===== config.mk =====
export PLATFORM = sky130hd
export DESIGN_NAME = core_controller
export DESIGN_NICKNAME = d
export VERILOG_FILES = /design/src/source/ctrl_pkg.sv /design/src/source/reg_match.sv /design/src/source/hazard_unit.sv /design/src/source/ctrl_fsm.sv /design/src/source/core_controller.sv
export SDC_FILE = /design/constraint.sdc
export NUM_CORES = 1
export LEC_CHECK = 0
export BUFFER_PORTS_ARGS = -buffer_cell sky130_fd_sc_hd__buf_2
export CORE_MARGIN = 5
export CORE_UTILIZATION = 40
export DETAILED_ROUTE_END_ITERATION = 8
export GPL_ROUTABILITY_DRIVEN = 0
export PLACE_DENSITY_LB_ADDON = 0.2
export RECOVER_POWER = 25
export SETUP_SLACK_MARGIN = 0.15
export SLEW_MARGIN = 20
export SYNTH_ARGS = -nofsm -noshare
export SYNTH_HDL_FRONTEND = slang
export SYNTH_SLANG_ARGS = --single-unit

===== constraint.sdc =====
create_clock -name clk -period 1.7 [get_ports clk]
set_input_delay 0.085 -clock clk [delete_from_list [all_inputs] [get_ports clk]]
set_output_delay 0.085 -clock clk [all_outputs]
set_load 0.02 [all_outputs]

===== src/source/ctrl_pkg.sv =====
//////////////////////////////////////////////////
// shared types for the core controller blocks
// import with ctrl_pkg::* in the module header
//////////////////////////////////////////////////

`default_nettype none

package ctrl_pkg;

  // register file index width, fixed for RV32I
  localparam int unsigned REG_ADDR_W = 5;

  typedef logic [REG_ADDR_W-1:0] reg_addr_t;

  // one write-back port seen by the ID stage
  typedef struct packed {
    logic      we;
    reg_addr_t addr;
  } wr_port_t;

  // jump kind as reported by the decoder
  typedef enum logic [1:0] {
    NONE = 2'b00,
    JAL  = 2'b01,
    JALR = 2'b10,
    COND = 2'b11
  } jump_e;

  // fetch stage pc source
  typedef enum logic [1:0] {
    PC_BOOT      = 2'b00,
    PC_JUMP      = 2'b01,
    PC_BRANCH    = 2'b10,
    PC_EXCEPTION = 2'b11
  } pc_mux_e;

  // operand source in front of the ID stage operand muxes
  typedef enum logic [1:0] {
    SEL_REGFILE = 2'b00,
    SEL_FW_EX   = 2'b01,
    SEL_FW_WB   = 2'b10
  } fw_sel_e;

  // pc set strobe travels with its selector
  typedef struct packed {
    logic    set;
    pc_mux_e sel;
  } pc_ctrl_t;

  // one bit per write port and read operand pair
  typedef struct packed {
    logic ex_a;
    logic ex_b;
    logic wb_a;
    logic wb_b;
    logic alu_a;
    logic alu_b;
  } fw_match_t;

  // controller fsm states
  typedef enum logic [2:0] {
    RESET       = 3'd0,
    BOOT_SET    = 3'd1,
    SLEEP       = 3'd2,
    FIRST_FETCH = 3'd3,
    DECODE      = 3'd4,
    FLUSH_EX    = 3'd5,
    FLUSH_WB    = 3'd6
  } ctrl_state_e;

endpackage

`default_nettype wire


===== src/source/reg_match.sv =====
//////////////////////////////////////////////////
// register address compare for operand forwarding
// checks both ID read ports against three writers
//////////////////////////////////////////////////

`timescale 1ns/1ns
`default_nettype none

module reg_match
  import ctrl_pkg::*;
(
  input  wire reg_addr_t raddr_a_i,
  input  wire reg_addr_t raddr_b_i,
  input  wire logic      rega_used_i,
  input  wire logic      regb_used_i,
  input  wire wr_port_t  wr_ex_i,
  input  wire wr_port_t  wr_wb_i,
  input  wire wr_port_t  wr_alu_i,
  output fw_match_t      match_o
);

  // a writer hits a reader when it writes, the operand is read,
  // and both name the same register other than x0
  function automatic logic port_hit(input wr_port_t  port,
                                    input reg_addr_t raddr,
                                    input logic      used);
    logic same;
    same = (port.addr == raddr);
    return port.we & used & same & (raddr != '0);
  endfunction

  always_comb
  begin
    // operand a
    match_o.ex_a  = port_hit(wr_ex_i,  raddr_a_i, rega_used_i);
    match_o.wb_a  = port_hit(wr_wb_i,  raddr_a_i, rega_used_i);
    match_o.alu_a = port_hit(wr_alu_i, raddr_a_i, rega_used_i);
    // operand b
    match_o.ex_b  = port_hit(wr_ex_i,  raddr_b_i, regb_used_i);
    match_o.wb_b  = port_hit(wr_wb_i,  raddr_b_i, regb_used_i);
    match_o.alu_b = port_hit(wr_alu_i, raddr_b_i, regb_used_i);
  end

  // x0 is hardwired to zero, so nothing may ever be forwarded for it
  always_comb
  begin
    if (raddr_a_i == '0)
      assert (!(match_o.ex_a | match_o.wb_a | match_o.alu_a))
        else $error("forward match on x0 for operand a");
    if (raddr_b_i == '0)
      assert (!(match_o.ex_b | match_o.wb_b | match_o.alu_b))
        else $error("forward match on x0 for operand b");
  end

endmodule

`default_nettype wire


===== src/source/hazard_unit.sv =====
//////////////////////////////////////////////////
// stall, write-enable kill and forwarding selects
// fed by reg_match, all paths combinational
//////////////////////////////////////////////////

`timescale 1ns/1ns
`default_nettype none

module hazard_unit
  import ctrl_pkg::*;
(
  input  wire fw_match_t match_i,
  input  wire logic      data_req_ex_i,
  input  wire jump_e     jump_in_dec_i,
  input  wire logic      is_decoding_i,
  output fw_sel_e        fw_sel_a_o,
  output fw_sel_e        fw_sel_b_o,
  output logic           load_stall_o,
  output logic           jr_stall_o,
  output logic           deassert_we_o
);

  logic a_any_match;

  //////////////////////////////////////////////////
  // stalls
  //////////////////////////////////////////////////

  // jalr target needs operand a, any pending writer blocks it
  assign a_any_match = match_i.ex_a | match_i.wb_a | match_i.alu_a;

  always_comb
  begin
    // load in EX writes a register that ID reads now
    load_stall_o = data_req_ex_i & (match_i.ex_a | match_i.ex_b);

    // jump register hazard, independent of the fsm decode flag
    jr_stall_o = (jump_in_dec_i == JALR) & a_any_match;

    // kill the ID instruction's side effects
    // when not decoding or while stalled
    deassert_we_o = ~is_decoding_i | load_stall_o | jr_stall_o;
  end

  //////////////////////////////////////////////////
  // forwarding select
  //////////////////////////////////////////////////

  always_comb
  begin
    // ALU result in EX is the youngest, it wins over WB
    if (match_i.alu_a)
      fw_sel_a_o = SEL_FW_EX;
    else if (match_i.wb_a)
      fw_sel_a_o = SEL_FW_WB;
    else
      fw_sel_a_o = SEL_REGFILE;

    // same priority for operand b
    if (match_i.alu_b)
      fw_sel_b_o = SEL_FW_EX;
    else if (match_i.wb_b)
      fw_sel_b_o = SEL_FW_WB;
    else
      fw_sel_b_o = SEL_REGFILE;
  end

endmodule

`default_nettype wire


===== src/source/ctrl_fsm.sv =====
//////////////////////////////////////////////////
// main control fsm: boot, sleep, decode, flush
// drives pc set/select, halts, fetch request
//////////////////////////////////////////////////

`timescale 1ns/1ns
`default_nettype none

module ctrl_fsm
  import ctrl_pkg::*;
(
  input  wire logic  clk,
  input  wire logic  rst_n,
  input  wire logic  fetch_enable_i,
  input  wire logic  instr_valid_i,
  input  wire logic  branch_taken_ex_i,
  input  wire logic  exc_req_i,
  input  wire logic  pipe_flush_i,
  input  wire logic  id_ready_i,
  input  wire logic  ex_valid_i,
  input  wire logic  jr_stall_i,
  input  wire jump_e jump_in_dec_i,
  output pc_ctrl_t   pc_ctrl_o,
  output logic       instr_req_o,
  output logic       ctrl_busy_o,
  output logic       is_decoding_o,
  output logic       halt_if_o,
  output logic       halt_id_o,
  output logic       exc_ack_o
);

  ctrl_state_e state_q;
  ctrl_state_e state_d;

  // blocks a second pc set for the jump that sits in ID
  logic jump_done_q;
  logic jump_done_d;

  logic is_uncond_jump;

  assign is_uncond_jump = (jump_in_dec_i == JAL) || (jump_in_dec_i == JALR);

  //////////////////////////////////////////////////
  // next state and outputs
  //////////////////////////////////////////////////

  always_comb
  begin
    // defaults for a running core
    instr_req_o   = 1'b1;
    ctrl_busy_o   = 1'b1;
    is_decoding_o = 1'b0;
    halt_if_o     = 1'b0;
    halt_id_o     = 1'b0;
    exc_ack_o     = 1'b0;
    pc_ctrl_o.set = 1'b0;
    pc_ctrl_o.sel = PC_BOOT;
    jump_done_d   = jump_done_q;
    state_d       = state_q;

    case (state_q)
      // idle after reset until fetch is enabled
      RESET:
      begin
        instr_req_o = 1'b0;
        ctrl_busy_o = 1'b0;
        if (fetch_enable_i)
          state_d = BOOT_SET;
      end

      // load the boot address into the fetch pc, one cycle only
      BOOT_SET:
      begin
        pc_ctrl_o.set = 1'b1;
        pc_ctrl_o.sel = PC_BOOT;
        state_d       = FIRST_FETCH;
      end

      // pipeline is empty, fetch stopped
      SLEEP:
      begin
        instr_req_o = 1'b0;
        ctrl_busy_o = 1'b0;
        halt_if_o   = 1'b1;
        halt_id_o   = 1'b1;
        // an exception request also wakes the core
        if (fetch_enable_i || exc_req_i)
          state_d = FIRST_FETCH;
      end

      // wait for the first instruction to reach ID
      FIRST_FETCH:
      begin
        if (id_ready_i)
          state_d = DECODE;
        if (exc_req_i)
        begin
          pc_ctrl_o.set = 1'b1;
          pc_ctrl_o.sel = PC_EXCEPTION;
          exc_ack_o     = 1'b1;
        end
      end

      DECODE:
      begin
        // only decode when no taken branch in EX kills this instruction
        if (instr_valid_i && !branch_taken_ex_i)
        begin
          is_decoding_o = 1'b1;

          if (is_uncond_jump)
          begin
            // target is known in ID, jump right away
            pc_ctrl_o.sel = PC_JUMP;
            // wait for a jr hazard to clear, and set once per jump
            if (!jr_stall_i && !jump_done_q)
            begin
              pc_ctrl_o.set = 1'b1;
              jump_done_d   = 1'b1;
            end
          end
          else if (exc_req_i)
          begin
            pc_ctrl_o.set = 1'b1;
            pc_ctrl_o.sel = PC_EXCEPTION;
            exc_ack_o     = 1'b1;
            // the faulting instruction must not enter EX
            halt_id_o     = 1'b1;
          end

          // wfi, drain EX and WB before sleeping
          if (pipe_flush_i)
          begin
            halt_if_o = 1'b1;
            halt_id_o = 1'b1;
            state_d   = FLUSH_EX;
          end
        end

        // taken branch in EX overrides whatever ID holds
        if (branch_taken_ex_i)
        begin
          pc_ctrl_o.set = 1'b1;
          pc_ctrl_o.sel = PC_BRANCH;
          is_decoding_o = 1'b0;
        end
      end

      // bubble into EX, wait until EX has finished
      FLUSH_EX:
      begin
        halt_if_o = 1'b1;
        halt_id_o = 1'b1;
        if (ex_valid_i)
          state_d = FLUSH_WB;
      end

      // last flush cycle, resume or go to sleep
      FLUSH_WB:
      begin
        halt_if_o = 1'b1;
        halt_id_o = 1'b1;
        if (fetch_enable_i)
        begin
          halt_if_o = 1'b0;
          state_d   = DECODE;
        end
        else
        begin
          state_d = SLEEP;
        end
      end

      // unused encoding
      default:
      begin
        instr_req_o = 1'b0;
        state_d     = RESET;
      end
    endcase
  end

  //////////////////////////////////////////////////
  // state registers
  //////////////////////////////////////////////////

  always_ff @(posedge clk or negedge rst_n)
  begin
    if (!rst_n)
    begin
      state_q     <= RESET;
      jump_done_q <= 1'b0;
    end
    else
    begin
      state_q     <= state_d;
      // the jump leaves ID once ID accepts the next instruction
      jump_done_q <= jump_done_d & ~id_ready_i;
    end
  end

  // without branch prediction EX can not resolve two taken branches back to back
  assert property (@(posedge clk) disable iff (!rst_n)
                   branch_taken_ex_i |=> !branch_taken_ex_i)
    else $error("taken branch in two consecutive cycles");

endmodule

`default_nettype wire


===== src/source/core_controller.sv =====
//////////////////////////////////////////////////
// core controller top, joins the fsm with the
// address compare and the hazard/forwarding unit
//////////////////////////////////////////////////

`timescale 1ns/1ns
`default_nettype none

module core_controller
  import ctrl_pkg::*;
(
  input  wire logic      clk,
  input  wire logic      rst_n,
  input  wire logic      fetch_enable_i,
  // decoder
  input  wire logic      pipe_flush_i,
  input  wire logic      instr_valid_i,
  input  wire jump_e     jump_in_dec_i,
  input  wire jump_e     jump_in_id_i,
  // register reads in ID
  input  wire reg_addr_t raddr_a_i,
  input  wire reg_addr_t raddr_b_i,
  input  wire logic      rega_used_i,
  input  wire logic      regb_used_i,
  // pending write-backs
  input  wire wr_port_t  wr_ex_i,
  input  wire wr_port_t  wr_wb_i,
  input  wire wr_port_t  wr_alu_i,
  // EX stage and exceptions
  input  wire logic      data_req_ex_i,
  input  wire logic      branch_taken_ex_i,
  input  wire logic      exc_req_i,
  // stage handshake
  input  wire logic      id_ready_i,
  input  wire logic      ex_valid_i,
  // fetch and pipeline control
  output pc_ctrl_t       pc_ctrl_o,
  output logic           instr_req_o,
  output logic           ctrl_busy_o,
  output logic           is_decoding_o,
  output logic           halt_if_o,
  output logic           halt_id_o,
  output logic           exc_ack_o,
  // hazards and forwarding
  output fw_sel_e        fw_sel_a_o,
  output fw_sel_e        fw_sel_b_o,
  output logic           load_stall_o,
  output logic           jr_stall_o,
  output logic           deassert_we_o
);

  fw_match_t fw_match;

  // address compare
  reg_match reg_match_inst (
    .raddr_a_i   (raddr_a_i),
    .raddr_b_i   (raddr_b_i),
    .rega_used_i (rega_used_i),
    .regb_used_i (regb_used_i),
    .wr_ex_i     (wr_ex_i),
    .wr_wb_i     (wr_wb_i),
    .wr_alu_i    (wr_alu_i),
    .match_o     (fw_match)
  );

  // stalls and forwarding selects
  hazard_unit hazard_unit_inst (
    .match_i       (fw_match),
    .data_req_ex_i (data_req_ex_i),
    .jump_in_dec_i (jump_in_dec_i),
    .is_decoding_i (is_decoding_o),
    .fw_sel_a_o    (fw_sel_a_o),
    .fw_sel_b_o    (fw_sel_b_o),
    .load_stall_o  (load_stall_o),
    .jr_stall_o    (jr_stall_o),
    .deassert_we_o (deassert_we_o)
  );

  // control fsm
  ctrl_fsm ctrl_fsm_inst (
    .clk               (clk),
    .rst_n             (rst_n),
    .fetch_enable_i    (fetch_enable_i),
    .instr_valid_i     (instr_valid_i),
    .branch_taken_ex_i (branch_taken_ex_i),
    .exc_req_i         (exc_req_i),
    .pipe_flush_i      (pipe_flush_i),
    .id_ready_i        (id_ready_i),
    .ex_valid_i        (ex_valid_i),
    .jr_stall_i        (jr_stall_o),
    .jump_in_dec_i     (jump_in_dec_i),
    .pc_ctrl_o         (pc_ctrl_o),
    .instr_req_o       (instr_req_o),
    .ctrl_busy_o       (ctrl_busy_o),
    .is_decoding_o     (is_decoding_o),
    .halt_if_o         (halt_if_o),
    .halt_id_o         (halt_id_o),
    .exc_ack_o         (exc_ack_o)
  );

  // the gated jump in ID is the decoder's jump or nothing
  assert property (@(posedge clk) disable iff (!rst_n)
                   (jump_in_id_i != NONE) |-> (jump_in_id_i == jump_in_dec_i))
    else $error("jump kind in ID differs from the decoder");

endmodule

`default_nettype wire


# [Yosys cells after proc, flatten, opt, wreduce, memory -nomap -nowiden]
# Cells that the tools add are included.
# Widths: inputs -> output; s select.
[classes] addsub=0 multipliers=0 n_div=0 magnitude_cmp=0 eq_ne=20 n_shift=0 mux=38 bitwise_logic=28 reduce_logical=15
[ops] operator="$mux 3" n=11
[ops] operator="$eq 5x5->1" n=6
[ops] operator="$and 1x1->1" n=21
[ops] operator="$pmux 3 s7" n=1
[ops] operator="$mux 1" n=18
[ops] operator="$reduce_bool 5->1" n=2
[ops] operator="$eq 3x3->1 const B" n=3
[ops] operator="$pmux 3 s3" n=1
[ops] operator="$mux 2" n=4
[ops] operator="$ne 2x2->1 const B" n=4
[ops] operator="$eq 3x2->1 const B" n=2
[ops] operator="$reduce_and 6->1" n=1
[ops] operator="$or 1x1->1" n=5
[ops] operator="$reduce_or 5->1" n=1
[ops] operator="$ne 2x1->1 const B" n=2
[ops] operator="$pmux 1 s2" n=2
[ops] operator="$reduce_or 2->1" n=2
[ops] operator="$eq 3x1->1 const B" n=1
[ops] operator="$logic_not 1->1" n=3
[ops] operator="$logic_not 3->1" n=1
[ops] operator="$pmux 1 s3" n=1
[ops] operator="$reduce_or 3->1" n=1
[ops] operator="$eq 2x1->1 const B" n=1
[ops] operator="$eq 2x2->1 const B" n=1
[ops] operator="other kinds (3)" n=6
[totals] regBits=4 latch_bits=0 ramBits=0 romBits=0 in_bits=44 output_inout_bits=16 word_cells=103 n_memories=0

# [Longest topological paths before layout]
[logic_depth] depth_word=13 depth_mapped=7 depth_no_buf=7

# [By module]
# A second synthesis with hierarchy kept.
[unflattened] cells_unflattened=117 hier_area_um2=905.9
[by_module_without_submodules] module="ctrl_fsm" instances=1 cells_per_inst=55 area_per_inst_um2=449.2 seq_area_each_um2=100.1
[by_module_without_submodules] module="reg_match" instances=1 cells_per_inst=52 area_per_inst_um2=385.4 seq_area_each_um2=0.0
[by_module_without_submodules] module="hazard_unit" instances=1 cells_per_inst=10 area_per_inst_um2=71.3 seq_area_each_um2=0.0

# [Least setup slack after synthesis]
# Ideal clock, no wire load.
[synth_path] kind="input port to output port" startpoint="in raddr_a_i[0]" endpoint="out pc_ctrl_o[2] in the netlist's numbering" t_arrival_ns=1.885 required_ns=1.615 setup_slack_ns=-0.270 stages=5 path_buffers=0 cell_sequence="or4_1 o21a_1 nand4_1 a31oi_2 o41ai_1"
[synth_rtl] item="from (decl)" line="core_controller.sv:21" rtl="input wire reg_addr_t raddr_a_i,"
[synth_rtl] item="to (decl)" line="core_controller.sv:37" rtl="output pc_ctrl_t pc_ctrl_o,"

# [Worst setup path in the final report]
[layout_path] startpoint="in raddr_a_i[1]" endpoint="out deassert_we_o"
[layout_via] elab_chain_len=7 elab_cells_between_ends=17 classes_between="eq/ne: 3; bitwise: 13; reduce/logical: 1"
[layout_rtl] item="$eq 5x5->1" line="reg_match.sv:28" rtl="same = (port.addr == raddr);"
[layout_rtl] item="$and 1x1->1 (2 in series)" line="reg_match.sv:29" rtl="return port.we & used & same & (raddr != '0);"
[layout_rtl] item="$or 1x1->1, on equally long branches" line="hazard_unit.sv:35, hazard_unit.sv:30"
[layout_rtl] item="$and 1x1->1 / $or 1x1->1 (equally long branches)" line="hazard_unit.sv:35, hazard_unit.sv:30"
[layout_rtl] item="$or 1x1->1 / $and 1x1->1 (equally long branches)" line="hazard_unit.sv:42, hazard_unit.sv:38"
[layout_rtl] item="$or 1x1->1 *" line="hazard_unit.sv:42" rtl="deassert_we_o = ~is_decoding_i | load_stall_o | jr_stall_o;"
[layout_rtl] item="to (decl)" line="core_controller.sv:49" rtl="output logic deassert_we_o"
# Every way passes the cells marked *; elsewhere a longest branch is shown, timed or not.

==> impl_metrics.env <==
export IMPL_status="finished, violations left"
export IMPL_violations="setup timing"
export IMPL_synth_cells=111
export IMPL_cts_inserted_buffers=3
export IMPL_hp_class="in2reg"
export IMPL_fin_crit_sh_pct=109.4
export IMPL_layout_commonest_cell="buf_2"
export IMPL_layout_nets=238
export IMPL_ant_nets=0
export IMPL_initial_core_util_pct=42.44
export IMPL_skew_ns=0.008589
export IMPL_multi_input_area_sq_um=833.3
export IMPL_cap_violations=0
export IMPL_antenna_found_initial=0
export IMPL_synth_cell_types=41
export IMPL_synthSimpleGateAreaFrac_pct=28.72
export IMPL_final_cell_mix="43 x buf_2, 21 x buf_4, 19 x xor2_1"
export IMPL_powerDensity_nw_per_um2=940.6
export IMPL_syn_to_final_growth_pct=84.68
export IMPL_path_clk_slew_ns=0.05
export IMPL_rows=16
export IMPL_ys_warnings_count=0
export IMPL_hold_violations=0
export IMPL_grt_pass1_wl_mm=5.154
export IMPL_firstDrtPassIters=5
export IMPL_netlist_area_sq_um=849.6
export IMPL_tightestPinTransition_ns=0.3283
export IMPL_cp_required_ns=1.62
export IMPL_syn_area_per_cell_sq_um=7.654
export IMPL_placed_area_sq_um=1286
export IMPL_grt_pass1_vias=1173
export IMPL_synth_compound_area_share_pct=21.35
export IMPL_end_kind="output port"
export IMPL_cts_sinks=4
export IMPL_max_slew_margin_pct=77.91
export IMPL_htreeDepth=1
export IMPL_diodes=0
export IMPL_cp_max_fo=3
export IMPL_syn_num_nets=156
export IMPL_synth_seq_area_share_pct=11.78
export IMPL_layout_min_cycle_time_ns=1.860
export IMPL_grt_max_degree=10
export IMPL_wl_per_cell_um=16.53
export IMPL_worst_slack_ns=-0.1604
export IMPL_p_leak_nw=0.7277
export IMPL_drive_gt1_share_pct=55.50
export IMPL_crit_type="in2out"
export IMPL_max_freq_mhz=537.5
export IMPL_power_mw=1.476
export IMPL_ios=60
export IMPL_synth_top_family_by_area="XOR/XNOR gates"
export IMPL_clock_latency_ns=0.25
export IMPL_synth_adder_area_share_pct=1.473
export IMPL_ctsRootBufferMaster="clkbuf_4"
export IMPL_die_area_sq_um=3146
export IMPL_core_area_sq_um=2002
export IMPL_irDropWorstVdd_mv=0.9234
export IMPL_arrival_ns=1.78
export IMPL_nFillCells=151
export IMPL_maxSlewViolCount=0
export IMPL_wl_mm=3.604
export IMPL_tns_ns=-0.2436
export IMPL_seqCellArea_sq_um=102.6
export IMPL_timing_hold_ws_ns=0.05349
export IMPL_synth_xor_xnor_area_share_pct=30.93
export IMPL_ys_ff_latch=4
export IMPL_setup_violations=2
export IMPL_muxShareOfSynthArea_pct=0
export IMPL_synth_edff_count=0
export IMPL_drc=0
export IMPL_viasPerCell=5.505
export IMPL_dp_final_hpwl_mm=2.552
export IMPL_stdcell_area_sq_um=1569
export IMPL_overflow=0
export IMPL_synthArstFlopShare_pct=100.0
export IMPL_numPortBuffers=57
export IMPL_drtIter0Drc=37
export IMPL_cts_tree="yes"
export IMPL_synth_main_ff_cell="dfrtp_1"
export IMPL_cts_path_max_buffers=2
export IMPL_die_w_um=56.09
export IMPL_track_usage_pct=20.07
export IMPL_num_vias=1200
export IMPL_cp_start_kind="primary input"
export IMPL_die_y_um=56.09
export IMPL_grt_setup_unrepaired="true"
stage by stage:
step	worst slack [ns]	util (%)	instances
after CTS	-0.1507	70.38	212
after global routing	-0.2335	78.38	218
final	-0.1604	78.38	218
after floorplan	0.06609	-	111
after global placement	-0.1341	64.25	205
after detailed placement	-0.1528	64.25	205
cell usage after synthesis, types with 3 or more instances:
cell | count | area share (%)
nor4_1 | 3 | 2.2
nand3_1 | 3 | 1.8
inv_1 | 7 | 3.1
a21oi_1 | 5 | 2.9
o21ai_1 | 4 | 2.4
xnor2_1 | 10 | 10
xor2_1 | 20 | 21
nand4_1 | 5 | 3.7
nor2_1 | 5 | 2.2
dfrtp_1 | 4 | 12
nand2_1 | 4 | 1.8
nor3_1 | 3 | 1.8
nand2b_1 | 3 | 2.2
path summary, 6_finish.rpt:
check                                            end  cells after the start  slack, ns                      from
max                                    deassert_we_o                      7      -0.16              raddr_a_i[1]
min                        ctrl_fsm_inst.jump_done_q                      2       0.05                id_ready_i
max reg2reg                ctrl_fsm_inst.jump_done_q                      5       0.44  ctrl_fsm_inst.state_q[0]
min reg2reg                 ctrl_fsm_inst.state_q[2]                      2       0.70  ctrl_fsm_inst.state_q[2]
max in group asynchronous   ctrl_fsm_inst.state_q[2]                      2       1.29                     rst_n
min in group asynchronous  ctrl_fsm_inst.jump_done_q                      2       0.20                     rst_n
flip-flops by register name, indices dropped and copies added (netlist names):
signal / cells
ctrl_fsm_inst.jump_done_q: 1
ctrl_fsm_inst.state_q: 3
routing by layer:
metal  vias up  GRT usage [%]  part of all wire [%]
met1       557          24.90                    38
met4         0          6.441                   2.8
met2        70          33.56                    52
met3        12          5.104                   8.0
li1        561              -                     -
met5         -              0                     0
repair_timing:
action	4_1_cts	5_1_grt
setup endpoints to repair	10	13
resized for setup	18	28
endpoints found under the hold margin	4	0
pin swaps	6	14
setup buffers	3	6
hold buffers	1	0
cell families (layout without fill, tap and decap cells):
group / after synthesis / in the layout
compound gates: 25 / 25
fa+ha+maj: 1 / 1
flops: 4 / 4
simple gates: 40 / 40
xor+xnor: 30 / 30
buf+inv: 11 / 91
worst max-delay path, stage by stage:
cell     delay (ns)
buf_6          0.09
or4_4          0.52
o21a_1         0.24
nand4_1        0.21
a31oi_4        0.14
or3_4          0.35
buf_6          0.14
area by class of cell:
type / instances / area share, %
multi-input combinational: 96 / 53.11
timing repair buffer: 80 / 34.69
sequential: 4 / 6.539
tap: 27 / 2.153
inverter: 8 / 2.073
clock buffer: 3 / 1.435
power by group:
part | internal [mW] | leakage, nW | switching (mW)
clock | 0.0798 | 0.0138 | 0.0510
combinational | 0.532 | 0.667 | 0.599
sequential | 0.137 | 0.0474 | 0.0772
total | 0.749 | 0.728 | 0.727
Note: power is estimated with default switching activity, not from simulation.
